[src/common/mem_consts.svh]
`ifndef MEM_CONSTS_SVH
`define MEM_CONSTS_SVH

// Load type codes are the sign bit followed by the size field.
`define LOADTYPE_LB  3'b100
`define LOADTYPE_LBU 3'b000
`define LOADTYPE_LH  3'b101
`define LOADTYPE_LHU 3'b001
`define LOADTYPE_LW  3'b010

// Store type codes are the size field alone.
`define STORETYPE_SB 2'b00
`define STORETYPE_SH 2'b01
`define STORETYPE_SW 2'b10

`define LR_NONE  2'b00  // plain aligned access.
`define LR_LEFT  2'b10  // lwl or swl.
`define LR_RIGHT 2'b01  // lwr or swr.

`define DCACHE_WORDS 256  // data ram depth in 32-bit words.

`endif

[src/common/CachePkg.sv]
`include "mem_consts.svh"

package CachePkg;

    localparam int ramIndexBits = $clog2(`DCACHE_WORDS);

    typedef logic [ramIndexBits-1:0] RamIndex_t;

    typedef struct packed {
        logic [3:0]  byteEn;  // no write when all lanes are clear.
        RamIndex_t   index;
        logic [31:0] data;
    } RamWrite_t;

endpackage

[src/common/CpuPkg.sv]
package CpuPkg;

    typedef struct packed {
        logic       sign;         // set for a sign-extending load.
        logic [1:0] size;
        logic [1:0] leftOrRight;
    } LoadType_t;

    typedef struct packed {
        logic [1:0] size;
        logic [1:0] leftOrRight;
    } StoreType_t;

    typedef struct packed {
        logic        valid;
        logic        isLoad;
        logic        isStore;
        logic [31:0] addr;
        logic [31:0] regRt;       // store data, or merge source for lwl and lwr.
        LoadType_t   loadType;
        StoreType_t  storeType;
        logic [4:0]  destReg;
    } MemReq_t;

    typedef struct packed {
        logic        valid;
        logic [4:0]  destReg;
        logic [31:0] data;
    } WbResult_t;

    typedef struct packed {
        logic        valid;
        logic        isStore;
        logic [31:0] badVAddr;
    } MemExc_t;

endpackage

[src/hw/StoreAlign.sv]
`timescale 1ns/1ps
`include "mem_consts.svh"

module StoreAlign (
    input  CpuPkg::MemReq_t     req,
    output CachePkg::RamWrite_t ramWr,
    output logic                alignErr
);
    import CpuPkg::*;
    import CachePkg::*;

    LoadType_t  loadType;
    StoreType_t storeType;
    logic [1:0] offset;

    assign loadType  = req.loadType;
    assign storeType = req.storeType;
    assign offset    = req.addr[1:0];

    always_comb begin
        alignErr     = 1'b0;
        ramWr.byteEn = 4'b0000;
        ramWr.index  = RamIndex_t'(req.addr[31:2]);  // the word index wraps with the ram size.
        ramWr.data   = req.regRt;
        if (req.isLoad) begin
            if (loadType.leftOrRight == `LR_NONE) begin
                unique case ({loadType.sign, loadType.size})
                    `LOADTYPE_LH, `LOADTYPE_LHU: alignErr = offset[0];
                    `LOADTYPE_LW:                alignErr = |offset;
                    default:                     alignErr = 1'b0;
                endcase
            end
        end else if (req.isStore) begin
            unique case (storeType.leftOrRight)
                `LR_LEFT: begin
                    ramWr.byteEn = 4'b1111 >> (2'd3 - offset);
                    ramWr.data   = req.regRt >> {(2'd3 - offset), 3'b000};
                end
                `LR_RIGHT: begin
                    ramWr.byteEn = 4'b1111 << offset;
                    ramWr.data   = req.regRt << {offset, 3'b000};
                end
                default: begin
                    unique case (storeType.size)
                        `STORETYPE_SB: begin
                            ramWr.byteEn = 4'b0001 << offset;
                            ramWr.data   = {4{req.regRt[7:0]}};  // every lane carries the byte.
                        end
                        `STORETYPE_SH: begin
                            alignErr = offset[0];
                            unique case (offset)
                                2'b00:   ramWr.byteEn = 4'b0011;
                                2'b10:   ramWr.byteEn = 4'b1100;
                                default: ramWr.byteEn = 4'b0000;  // odd offsets write nothing.
                            endcase
                            ramWr.data = {2{req.regRt[15:0]}};
                        end
                        `STORETYPE_SW: begin
                            alignErr     = |offset;
                            ramWr.byteEn = (offset == 2'b00) ? 4'b1111 : 4'b0000;
                        end
                        default: ramWr.byteEn = 4'b0000;
                    endcase
                end
            endcase
        end
    end

    always_comb begin
        if (alignErr) begin
            assert (ramWr.byteEn == 4'b0000)
                else $error("StoreAlign: byte enables set on a misaligned access.");
        end
    end

endmodule
[config.mk]
export PLATFORM = sky130hd
export DESIGN_NAME = StoreAlign
export DESIGN_NICKNAME = d
export VERILOG_FILES = /design/src/common/CachePkg.sv /design/src/common/CpuPkg.sv /design/src/hw/StoreAlign.sv
export VERILOG_INCLUDE_DIRS = /design/src /design/src/common
export SDC_FILE = /design/constraint.sdc
export NUM_CORES = 1
export LEC_CHECK = 0
export ABC_AREA = 1
export BUFFER_PORTS_ARGS = -buffer_cell sky130_fd_sc_hd__buf_2
export CAP_MARGIN = 20
export CORE_MARGIN = 2
export CORE_UTILIZATION = 46
export DETAILED_ROUTE_END_ITERATION = 7
export PLACE_DENSITY = 0.82
export SLEW_MARGIN = 20
export SYNTH_ARGS = -nofsm -noshare
export SYNTH_HDL_FRONTEND = slang
export SYNTH_SLANG_ARGS = --single-unit
[constraint.sdc]
create_clock -name vclk -period 1.2
set_input_delay 0.06 -clock vclk [all_inputs]
set_output_delay 0.06 -clock vclk [all_outputs]
set_load 0.1 [all_outputs]
==> metrics, run 1 <==
status=aborted with a tool error; last step reached=global routing; tool error=[ERROR DPL-0038] Utilization greater than 100%, impossible to legalize; die height=roughly 76 µm; number of I/O port buffers=between 80 and 90; post-GRT worst EP=ramWr[25]; GP Congestion=~1.1; post-synthesis sequential area ratio=0%; Yosys cell types=28; Placed Area=roughly 4400 µm²; worst endpoint type=primary output; Initial Util=47.3%; synthesized area=2390 µm²; pin count of the biggest net entering global routing=32; dpl cells=703; YS warnings=0; Post-Syn Instances=511; die width=76.0 µm; row count=26; I/O pin cnt=approximately 130; Post-DP HPWL=9420 µm; Avg Synthesized Cell Area=4.67 µm²; Net Count, Synth=600
## stage by stage
stage	setup TNS, ps	setup WS [ps]	utilization, %
2_1_floorplan	-6780	-341	-
3_3_place_gp	-10940	-354	87.6
3_5_place_dp	-14390	-475	87.6
4_1_cts	-10150	-395	94.5
## kinds of logic after synthesis
group	count (synthesis)	synth area share, %
AO/OA/AOI/OAI	92	19.9
buffers and inverters	62	15.6
adder cells (fa/ha/maj)	8	4.19
AND/OR/NAND/NOR	349	60.4
## Yosys cell counts (5+ instances only)
cell type	instances	share of area, %
a21oi_1	59	12
buf_2	7	1.5
buf_4	13	4.1
buf_6	8	3.8
clkbuf_1	5	0.79
ha_1	8	4.2
inv_1	20	3.1
nand2_1	243	38
nand2_2	7	1.8
nand3_1	33	6.9
nor2_1	51	8.0
o21ai_0	22	4.6
o21ai_1	5	1.0
## what timing repair did
item                                    CTS
hold buffers                              0
endpoints found under the setup margin   37
pin swaps                                45
setup buffers                            10
resized for setup                        82
==> run 2, diff against run 1 <==
- CORE_UTILIZATION: 46 -> 31
- PLACE_DENSITY: 0.82 -> default
- PLACE_DENSITY_LB_ADDON: default -> 0.15
==> run 2 against run 1 <==
- the flow now finishes, with violations (negative setup slack)
- area after synthesis is the same
- synthesized cell count is the same
==> metrics, run 2 <==
initial antenna violation count=0; die width=91.8 µm (+21%); Final min period=around 1500 ps; Filler cells=between 600 and 700; CP arrival=1440 ps; maximum VDD drop=426 µV; Core Box Area=approximately 7400 µm²; sequential group share of total power=0%; Area Overhead vs Synth=105%; top cell type's share of synthesized area=38.2% (unchanged); clock buffers=0; Fin. Hold Viols=0; Yosys cell types=28 (unchanged); Max stage delay cell, worst path=ha_4; critical-path maximum fanout=26; layout cell share with drive strength beyond 1=45.7%; Synth area leaders=nand2_1 (38%), a21oi_1 (12%), nor2_1 (8.0%), nand3_1 (6.9%), o21ai_0 (4.6%); worst slew pin tran=266 ps; wire per inst=14.5 µm; pins over their slew limit=0; fraction of power spent switching nets=61.7%; Yosys top cell by area=nand2_1; PD cells=620 nW/µm²; Initial Util=32.4% (-15 points); Avg Synthesized Cell Area=4.67 µm² (unchanged); Max-slew headroom=approximately 80%; RSZ-0062 raised after global routing=true; first-pass GRT wire length=17600 µm; router iterations before antenna repair=5; Max Freq=665 MHz; part of the power in the clock network=0%; most common cell in the netlist=nand2_1; failing checks=negative setup slack; Seq cells=0; die height=91.8 µm (+21%); post-synthesis sequential area ratio=0% (unchanged); Ant. Diodes=0; MaxCap Viol Count=0; Remaining DRCs=0; GP Congestion=0.860 (-20%); post-route insts no fill=749; status=finished with violations; internal power=1.16 mW; register area=0 µm²; nature of the critical path startpoint=primary input; slowest stage delay, CP=340 ps; combinational power share=100.0%; most frequent cells in the layout=nand2_1 (204), buf_4 (73), buf_12 (44), a21oi_1 (43), buf_2 (42); via/cell ratio=roughly 5.3; Top cell by count, worst path=buf_12; drt initial violations=185; synth cell count leaders=nand2_1 (243), a21oi_1 (59), nor2_1 (51); Post-DRT Antenna Nets=0; Total GRT Usage=24.7%; dpl cells=738 (+5.0%); die area=8420 µm²; Psw=1.88 mW; CP required=1140 ps; Vias=3946; row count=31 (+19%); Net Count, Synth=600 (unchanged); overall power=3.04 mW; pin count of the biggest net entering global routing=42; YS warnings=0 (unchanged); static leakage=2.34 nW; Routed WL=between 10000 and 15000 µm; number of global-route vias before repair=3751; worst hold path type=in -> out; number of I/O port buffers=82 (unchanged); GR Overflow Total=0; CP Class=in -> out; I/O pin cnt=126 (unchanged); Post-Syn Instances=511 (unchanged); Setup Viol. Count Final=37; synthesized area=2390 µm² (unchanged); commonest non-fill, non-tap cell in the layout=nand2_1; Critical Path End Type=primary output; Post-DP HPWL=7920 µm (-16%); CP Cell Sequence=buf_8, buf_12, inv_12, ha_4, inv_2, buf_12, a21oi_1, a21oi_2, nand2_2, nand2_8, buf_12; fin worst setup slack=-304 ps; crit share post-route=125%; nets=approximately 740
==> run 2: final timing paths <==
kind,cells after the start,endpoint,start
max,11,ramWr[26],req[5]
min,0,ramWr[39],req[55]
==> run 2: final cells by class <==
class              instances  area (µm²)  share of cell area, %
repair buffers           175        1860                   37.8
well taps                 99         124                   2.53
inverters                 26         128                   2.60
multi-input cells        449        2800                   57.0
==> run 2: metrics by stage <==
step                      setup slack, ps  hold WS [ps]  cell area [µm²]  TNS, ps  util [%]
after floorplan                      -341           332             3000    -6780         -
after global placement               -384           121             4470   -11950      60.7
after detailed placement             -424           121             4470   -13170      60.7
after CTS                            -270           121             4730    -8080      64.1
after global routing                 -376           120             4900   -11160      66.6
final                                -304           120             4900    -8890      66.6
==> run 2: power by group through the flow <==
stage | Combinational [mW] | Clock, mW | Sequential [mW]
final | 3.04 | 0 | 0
after global routing | 3.20 | 0 | 0
after CTS | 2.93 | 0 | 0
after detailed placement | 2.82 | 0 | 0
after global placement | 2.79 | 0 | 0
after floorplan | 1.94 | 0 | 0
==> run 2: layer usage <==
| metal | up-vias | wire, µm | GRT usage, % |
|---|---|---|---|
| met5 | - | 0 | 0 |
| met4 | 0 | 398 | 6.72 |
| met3 | 51 | 896 | 2.30 |
| met2 | 205 | 5290 | 44.9 |
| met1 | 1779 | 4260 | 30.9 |
| li1 | 1911 | - | - |
==> run 2: worst max-delay path: cells and delay by family <==
family / cells / cell delay [ps]
buffers and inverters: 6 / 600
AOI/OAI and AO/OA: 2 / 260
adders and majority gates: 1 / 340
and+or+nand+nor: 2 / 180
==> run 2: kinds of logic after synthesis <==
logic type	Yosys count	synth area share, %
buffers and inverters	62	15.6
adders and majority gates	8	4.19
AOI/OAI and AO/OA	92	19.9
and+or+nand+nor	349	60.4
==> run 2: timing repair <==
action	4_1_cts	5_1_grt
pin swaps	15	11
resized for setup	48	39
setup buffers	7	2
hold buffers	0	0
cloned	0	2
setup endpoints to repair	37	37
Note: power is estimated with default switching activity, not from simulation.
