File: config.mk
export PLATFORM = sky130hd
export DESIGN_NAME = DcacheRdataSel
export DESIGN_NICKNAME = d
export VERILOG_FILES = /design/src/common/CpuPkg.sv /design/src/hw/DcacheRdataSel.sv
export VERILOG_INCLUDE_DIRS = /design/src /design/src/common
export SDC_FILE = /design/constraint.sdc
export NUM_CORES = 1
export LEC_CHECK = 0
export BUFFER_PORTS_ARGS = -buffer_cell sky130_fd_sc_hd__buf_2
export CAP_MARGIN = 20
export CORE_MARGIN = 4
export CORE_UTILIZATION = 46
export DETAILED_ROUTE_END_ITERATION = 8
export PLACE_DENSITY = 0.83
export RECOVER_POWER = 25
export SYNTH_ARGS = -nofsm -noshare
export SYNTH_HDL_FRONTEND = slang
export SYNTH_SLANG_ARGS = --single-unit
export TNS_END_PERCENT = 20
File: constraint.sdc
create_clock -name vclk -period 2.3
set_input_delay 0.46 -clock vclk [all_inputs]
set_output_delay 0.46 -clock vclk [all_outputs]
set_load 0.02 [all_outputs]
File: src/common/mem_consts.svh
`ifndef MEM_CONSTS_SVH
`define MEM_CONSTS_SVH

// Load type codes are the sign bit followed by the size field.
`define LOADTYPE_LB  3'b100
`define LOADTYPE_LBU 3'b000
`define LOADTYPE_LH  3'b101
`define LOADTYPE_LHU 3'b001
`define LOADTYPE_LW  3'b010

// Store type codes are the size field alone.
`define STORETYPE_SB 2'b00
`define STORETYPE_SH 2'b01
`define STORETYPE_SW 2'b10

`define LR_NONE  2'b00  // plain aligned access.
`define LR_LEFT  2'b10  // lwl or swl.
`define LR_RIGHT 2'b01  // lwr or swr.

`define DCACHE_WORDS 256  // data ram depth in 32-bit words.

`endif

File: src/common/CpuPkg.sv
package CpuPkg;

    typedef struct packed {
        logic       sign;         // set for a sign-extending load.
        logic [1:0] size;
        logic [1:0] leftOrRight;
    } LoadType_t;

    typedef struct packed {
        logic [1:0] size;
        logic [1:0] leftOrRight;
    } StoreType_t;

    typedef struct packed {
        logic        valid;
        logic        isLoad;
        logic        isStore;
        logic [31:0] addr;
        logic [31:0] regRt;       // store data, or merge source for lwl and lwr.
        LoadType_t   loadType;
        StoreType_t  storeType;
        logic [4:0]  destReg;
    } MemReq_t;

    typedef struct packed {
        logic        valid;
        logic [4:0]  destReg;
        logic [31:0] data;
    } WbResult_t;

    typedef struct packed {
        logic        valid;
        logic        isStore;
        logic [31:0] badVAddr;
    } MemExc_t;

endpackage

File: src/hw/DcacheRdataSel.sv
`timescale 1ns/1ps
`include "mem_consts.svh"

module DcacheRdataSel (
    input  CpuPkg::LoadType_t loadType,
    input  logic [31:0]       cacheRdata,
    input  logic [31:0]       regRt,
    input  logic [1:0]        rdAddr,
    output logic [31:0]       rdData
);
    logic [7:0]  byteLane;
    logic [15:0] halfLane;
    logic [31:0] plainData;

    always_comb begin
        unique case (rdAddr)
            2'b00:   byteLane = cacheRdata[7:0];
            2'b01:   byteLane = cacheRdata[15:8];
            2'b10:   byteLane = cacheRdata[23:16];
            2'b11:   byteLane = cacheRdata[31:24];
            default: byteLane = 'x;
        endcase
    end

    assign halfLane = rdAddr[1] ? cacheRdata[31:16] : cacheRdata[15:0];

    always_comb begin
        unique case ({loadType.sign, loadType.size})
            `LOADTYPE_LB:  plainData = {{24{byteLane[7]}}, byteLane};
            `LOADTYPE_LBU: plainData = {24'b0, byteLane};
            `LOADTYPE_LH:  plainData = {{16{halfLane[15]}}, halfLane};
            `LOADTYPE_LHU: plainData = {16'b0, halfLane};
            `LOADTYPE_LW:  plainData = cacheRdata;
            default:       plainData = 'x;
        endcase
    end

    // lwl fills the result from the top down, lwr from the bottom up.
    always_comb begin
        unique case (loadType.leftOrRight)
            `LR_LEFT: begin
                unique case (rdAddr)
                    2'b00:   rdData = {cacheRdata[7:0], regRt[23:0]};
                    2'b01:   rdData = {cacheRdata[15:0], regRt[15:0]};
                    2'b10:   rdData = {cacheRdata[23:0], regRt[7:0]};
                    2'b11:   rdData = cacheRdata;
                    default: rdData = 'x;
                endcase
            end
            `LR_RIGHT: begin
                unique case (rdAddr)
                    2'b00:   rdData = cacheRdata;
                    2'b01:   rdData = {regRt[31:24], cacheRdata[31:8]};
                    2'b10:   rdData = {regRt[31:16], cacheRdata[31:16]};
                    2'b11:   rdData = {regRt[31:8], cacheRdata[31:24]};
                    default: rdData = 'x;
                endcase
            end
            default: rdData = plainData;
        endcase
    end

endmodule

== Word level (Yosys, flattened, before mapping) ==
Index checks and enable logic that the tools add are counted.
Cells by class
  eq/ne operators: 9
  multiplexer cells: 6
  reductions and logical operators: 2
Operator list (number)
  $pmux 32 s4: 2
  $pmux 32 s5: 1
  $pmux 32 s2: 1
  $pmux 8 s4: 1
  $mux 16: 1
  $eq 2x2->1 const B: 3
  $eq 3x3->1 const B: 2
  $eq 2x1->1 const B: 2
  $eq 3x1->1 const B: 1
  $eq 3x2->1 const B: 1
  $logic_not 3->1: 1
  $logic_not 2->1: 1
Word-level totals
  bits in registers: 0
  bits of input ports: 71
  output and inout bits: 32
  word-level logic and storage cells: 17

== Depth between registers and ports, before layout ==
  depth in word-level cells: 4
  gate-level depth with buffers: 8
  mapped depth without buffers: 6

== Worst setup path after synthesis ==
Ideal clock, no wire load.
  path type: in2out
  start point: input loadType[0] (netlist name)
  end point: output rdData[31]
  arrival: 1.815 ns
  required time: 1.840 ns
  setup slack: 0.025 ns
  stages on the path: 7
  buffers on the path: 2
  cell sequence: inv_1 -> ha_1 -> buf_2 -> clkbuf_1 -> inv_1 -> o221ai_1 -> a21boi_0
Between the ends
  longest elaborated chain between the ends: 2
  elaborated cells between the ends (all ways): 3
  those cells by class: 2 x eq/ne; 1 x mux
RTL lines
  from (decl): line DcacheRdataSel.sv:5  | input CpuPkg::LoadType_t loadType,
  $eq 2x1->1 or $eq 2x2->1 (tied branches): line DcacheRdataSel.sv:40  | unique case (loadType.leftOrRight)
  $pmux 32 s2 *: line DcacheRdataSel.sv:40
  to (decl): line DcacheRdataSel.sv:9  | output logic [31:0] rdData
Mark *: on every way between the ends. The rest lies on a longest branch, timed or not.

== Worst setup path in the final report ==
  start point: input rdAddr[0]
  end point: output rdData[2]
Between the ends
  longest elaborated chain between the ends: 4
  elaborated cells between the ends (all ways): 9
  those cells by class: 3 x eq/ne; 5 x mux; 1 x reduce/logical
RTL lines
  from (decl): line DcacheRdataSel.sv:8  | input logic [1:0] rdAddr,
  $eq 2x2->1, or another cell as far along: line DcacheRdataSel.sv:16, DcacheRdataSel.sv:42, DcacheRdataSel.sv:51
  $pmux 8 s4: line DcacheRdataSel.sv:16  | unique case (rdAddr)
  $pmux 32 s5: line DcacheRdataSel.sv:28  | unique case ({loadType.sign, loadType.size})
  $pmux 32 s2 *: line DcacheRdataSel.sv:40
Marks and branches as above.

==> results.md <==
- Status: finished, violations left
- Failing checks: setup timing
- Filler cells: 320
- Switching fraction of total power: 56.6%
- Worst-margin pin slew: roughly 0.36 ns
- Max_cap viols: 0
- Residual overflow from global routing: 0
- Mean Syn Cell Area: 7.26 µm²
- Final Non-Filler Cells: between 400 and 500
- Pint: 0.391 mW
- Net total in the final layout: ~480
- I/O Buffers: 103
- WHS Endpoint: rdData[21]
- Final core utilization: between 70% and 80%
- Max-slew headroom: between 70% and 80%
- GRT Total Usage: between 20% and 30%
- Min setup slack post-route: -0.00568 ns
- WL/cell: ~18 µm
- Crit path max fanout: 12
- Setup CP Type: in2out
- Number of synthesis warnings: 0
- Area grow syn2layout: 48.6%
- Syn Inst Count: ~280
- Max VDD drop: 0.000175 V
- CP startpoint kind: input port
- ANT cells: 0
- Antenna-violating nets left: 0
- Row count: 24
- Starting DRT DRC Count: 435
- Core area: 4350 µm²
- Clock power share: 0%
- Largest net degree at the start of global routing: 22
- DPL Wire Length: 6030 µm
- Vias in the first global route: 2600
- Mapped Nets: between 300 and 400
- Fin crit share: 100%
- Crit path arrival time: 1.85 ns
- Via/cell ratio: 6.50
- Register area: 0 µm²
- Max Transition Viols Final: 0
- Die Y-Extent: ~75 µm
- Worst setup EP type: output pin
- Worst Setup SP: rdAddr[0]
- Power per Cell Area: 294 nW/µm²
- Fraction of layout cells with a size suffix above 1: 49.5%
- Netlist cell types: 38
- Sequential cell count: 0
- Hold Path Stages: 4
- First-pass GRT wire length: 11900 µm
- Endpoints failing setup: 1
- P_leak: 1.45 nW
- Die W: roughly 75 µm
- Drt drc: 0
- Final Hold Viols: 0
- DR pass1 iterations: 5
- Reg power frac: 0%
- Via count: 2975
- Worst Hold Class: in2out
- Combinational Power Share: 100.0%
- Die area: between 5000 and 6000 µm²
- Num ports: slightly above 100
- Hold path start: cacheRdata[21]
- Psw: just over 0.5 mW
- Initial Util: 47.4%
- Initial antenna violation count: 0
- Fmax: 0.434 GHz
- DP Worst Slack: -0.103 ns
- Placed Cells: approximately 460
- Hold-fix buffers, CTS: 0
- Fin crit period: 2.31 ns
- Seq/Total Area, Yosys: 0%
- Gpl congestion: 0.912
- Layout clock buffer count: 0
- Mapped Area: approximately 2100 µm²
- Post-Route WL: 8370 µm
- CP required: 1.84 ns
- RSZ-0062 raised after global routing: true
-- final cells by class --
class              count  area (µm²)  share of cell area [%]
inverters              5        18.8                   0.612
well taps             52        65.1                    2.12
multi-input cells    251        2000                    65.2
repair buffers       150         983                    32.1
-- per-stage QoR --
step | power, mW | hold slack, ns | instance area, µm² | setup TNS, ns
5_1_grt | 0.959 | 1.31 | 3070 | -0.132
3_5_place_dp | 0.811 | 1.30 | 2850 | -1.16
4_1_cts | 0.824 | 1.30 | 2890 | -0.00139
3_3_place_gp | 0.799 | 1.29 | 2850 | -0.475
2_1_floorplan | 0.495 | 1.09 | 2060 | 0
6_report | 0.901 | 1.30 | 3070 | -0.00568
-- what timing repair did --
| action | CTS | global route |
|---|---|---|
| setup endpoints to repair | 29 | 32 |
| resized for setup | 8 | 33 |
| pin swaps | 0 | 2 |
| gates cloned | 0 | 1 |
| buffers inserted | 0 | 1 |
-- critical path, stage by stage --
cell	delay [ns]
buf_4	0.21
buf_6	0.23
mux2i_1	0.39
a221oi_1	0.13
a31oi_1	0.22
buf_2	0.20
-- cell usage in the layout (no fill, tap or decap), types with 2 or more instances in the layout --
| cell type | count |
|---|---|
| a221oi_2 | 13 |
| mux2_2 | 16 |
| clkbuf_2 | 4 |
| a22oi_1 | 9 |
| mux2i_2 | 8 |
| o21a_1 | 2 |
| o221ai_1 | 8 |
| a211oi_1 | 5 |
| nor2_1 | 7 |
| a311oi_1 | 2 |
| buf_12 | 5 |
| nand2b_1 | 4 |
| a221oi_1 | 5 |
| buf_2 | 94 |
| o21ai_0 | 17 |
| mux2i_1 | 49 |
| a31oi_1 | 6 |
| a21oi_1 | 43 |
| inv_1 | 4 |
| buf_4 | 41 |
| mux4_2 | 3 |
| buf_6 | 4 |
| nand2_1 | 35 |
-- synth_stat cells, types with 2 or more instances --
master | n | area share (%)
mux2i_1 | 57 | 28
a21oi_1 | 43 | 10
nand2_1 | 36 | 6.5
a221oi_1 | 17 | 7.2
o21ai_0 | 17 | 4.1
mux2_2 | 16 | 8.7
clkbuf_1 | 10 | 1.8
a22oi_1 | 9 | 3.3
buf_2 | 8 | 1.9
nor2_1 | 8 | 1.5
o221ai_1 | 8 | 3.4
a31oi_1 | 6 | 1.8
a211oi_1 | 5 | 1.8
inv_1 | 5 | 0.91
buf_4 | 4 | 1.5
buf_6 | 4 | 2.2
nand2b_1 | 4 | 1.2
a311oi_1 | 3 | 1.3
mux4_2 | 3 | 3.3
ha_1 | 2 | 1.2
o21a_1 | 2 | 0.73
-- power by group through the flow --
stage / Combinational (mW) / Clock (mW) / Sequential (mW)
after floorplan: 0.495 / 0 / 0
after global placement: 0.799 / 0 / 0
after detailed placement: 0.811 / 0 / 0
after CTS: 0.824 / 0 / 0
after global routing: 0.959 / 0 / 0
final: 0.901 / 0 / 0
-- per-layer routing --
| metal | share of wire, % | track usage (%) |
|---|---|---|
| met1 | 41 | 37.0 |
| met2 | 48 | 44.8 |
| met3 | 11 | 1.47 |
| met4 | 1.1 | 2.37 |
| met5 | 0 | 0 |
-- worst max path at each step --
stage               cells after the start  slack, ns          to
detailed placement                      7      -0.10  rdData[30]
finish                                  6     -0.006   rdData[2]
global route                            8      -0.04  rdData[27]
floorplan                               7       0.02  rdData[31]
global placement                        7      -0.04   rdData[7]
CTS                                     8     -0.001   rdData[4]
-- logic make-up (layout without fill, tap and decap cells) --
logic type / after synthesis / in the layout / share of synthesized area, %
fa+ha+maj: 2 / 2 / 1.21
buf+inv: 33 / 155 / 9.52
simple gates: 58 / 58 / 13.2
mux: 76 / 76 / 39.7
compound gates: 115 / 115 / 36.4
Power figures use the tool's default switching activity.
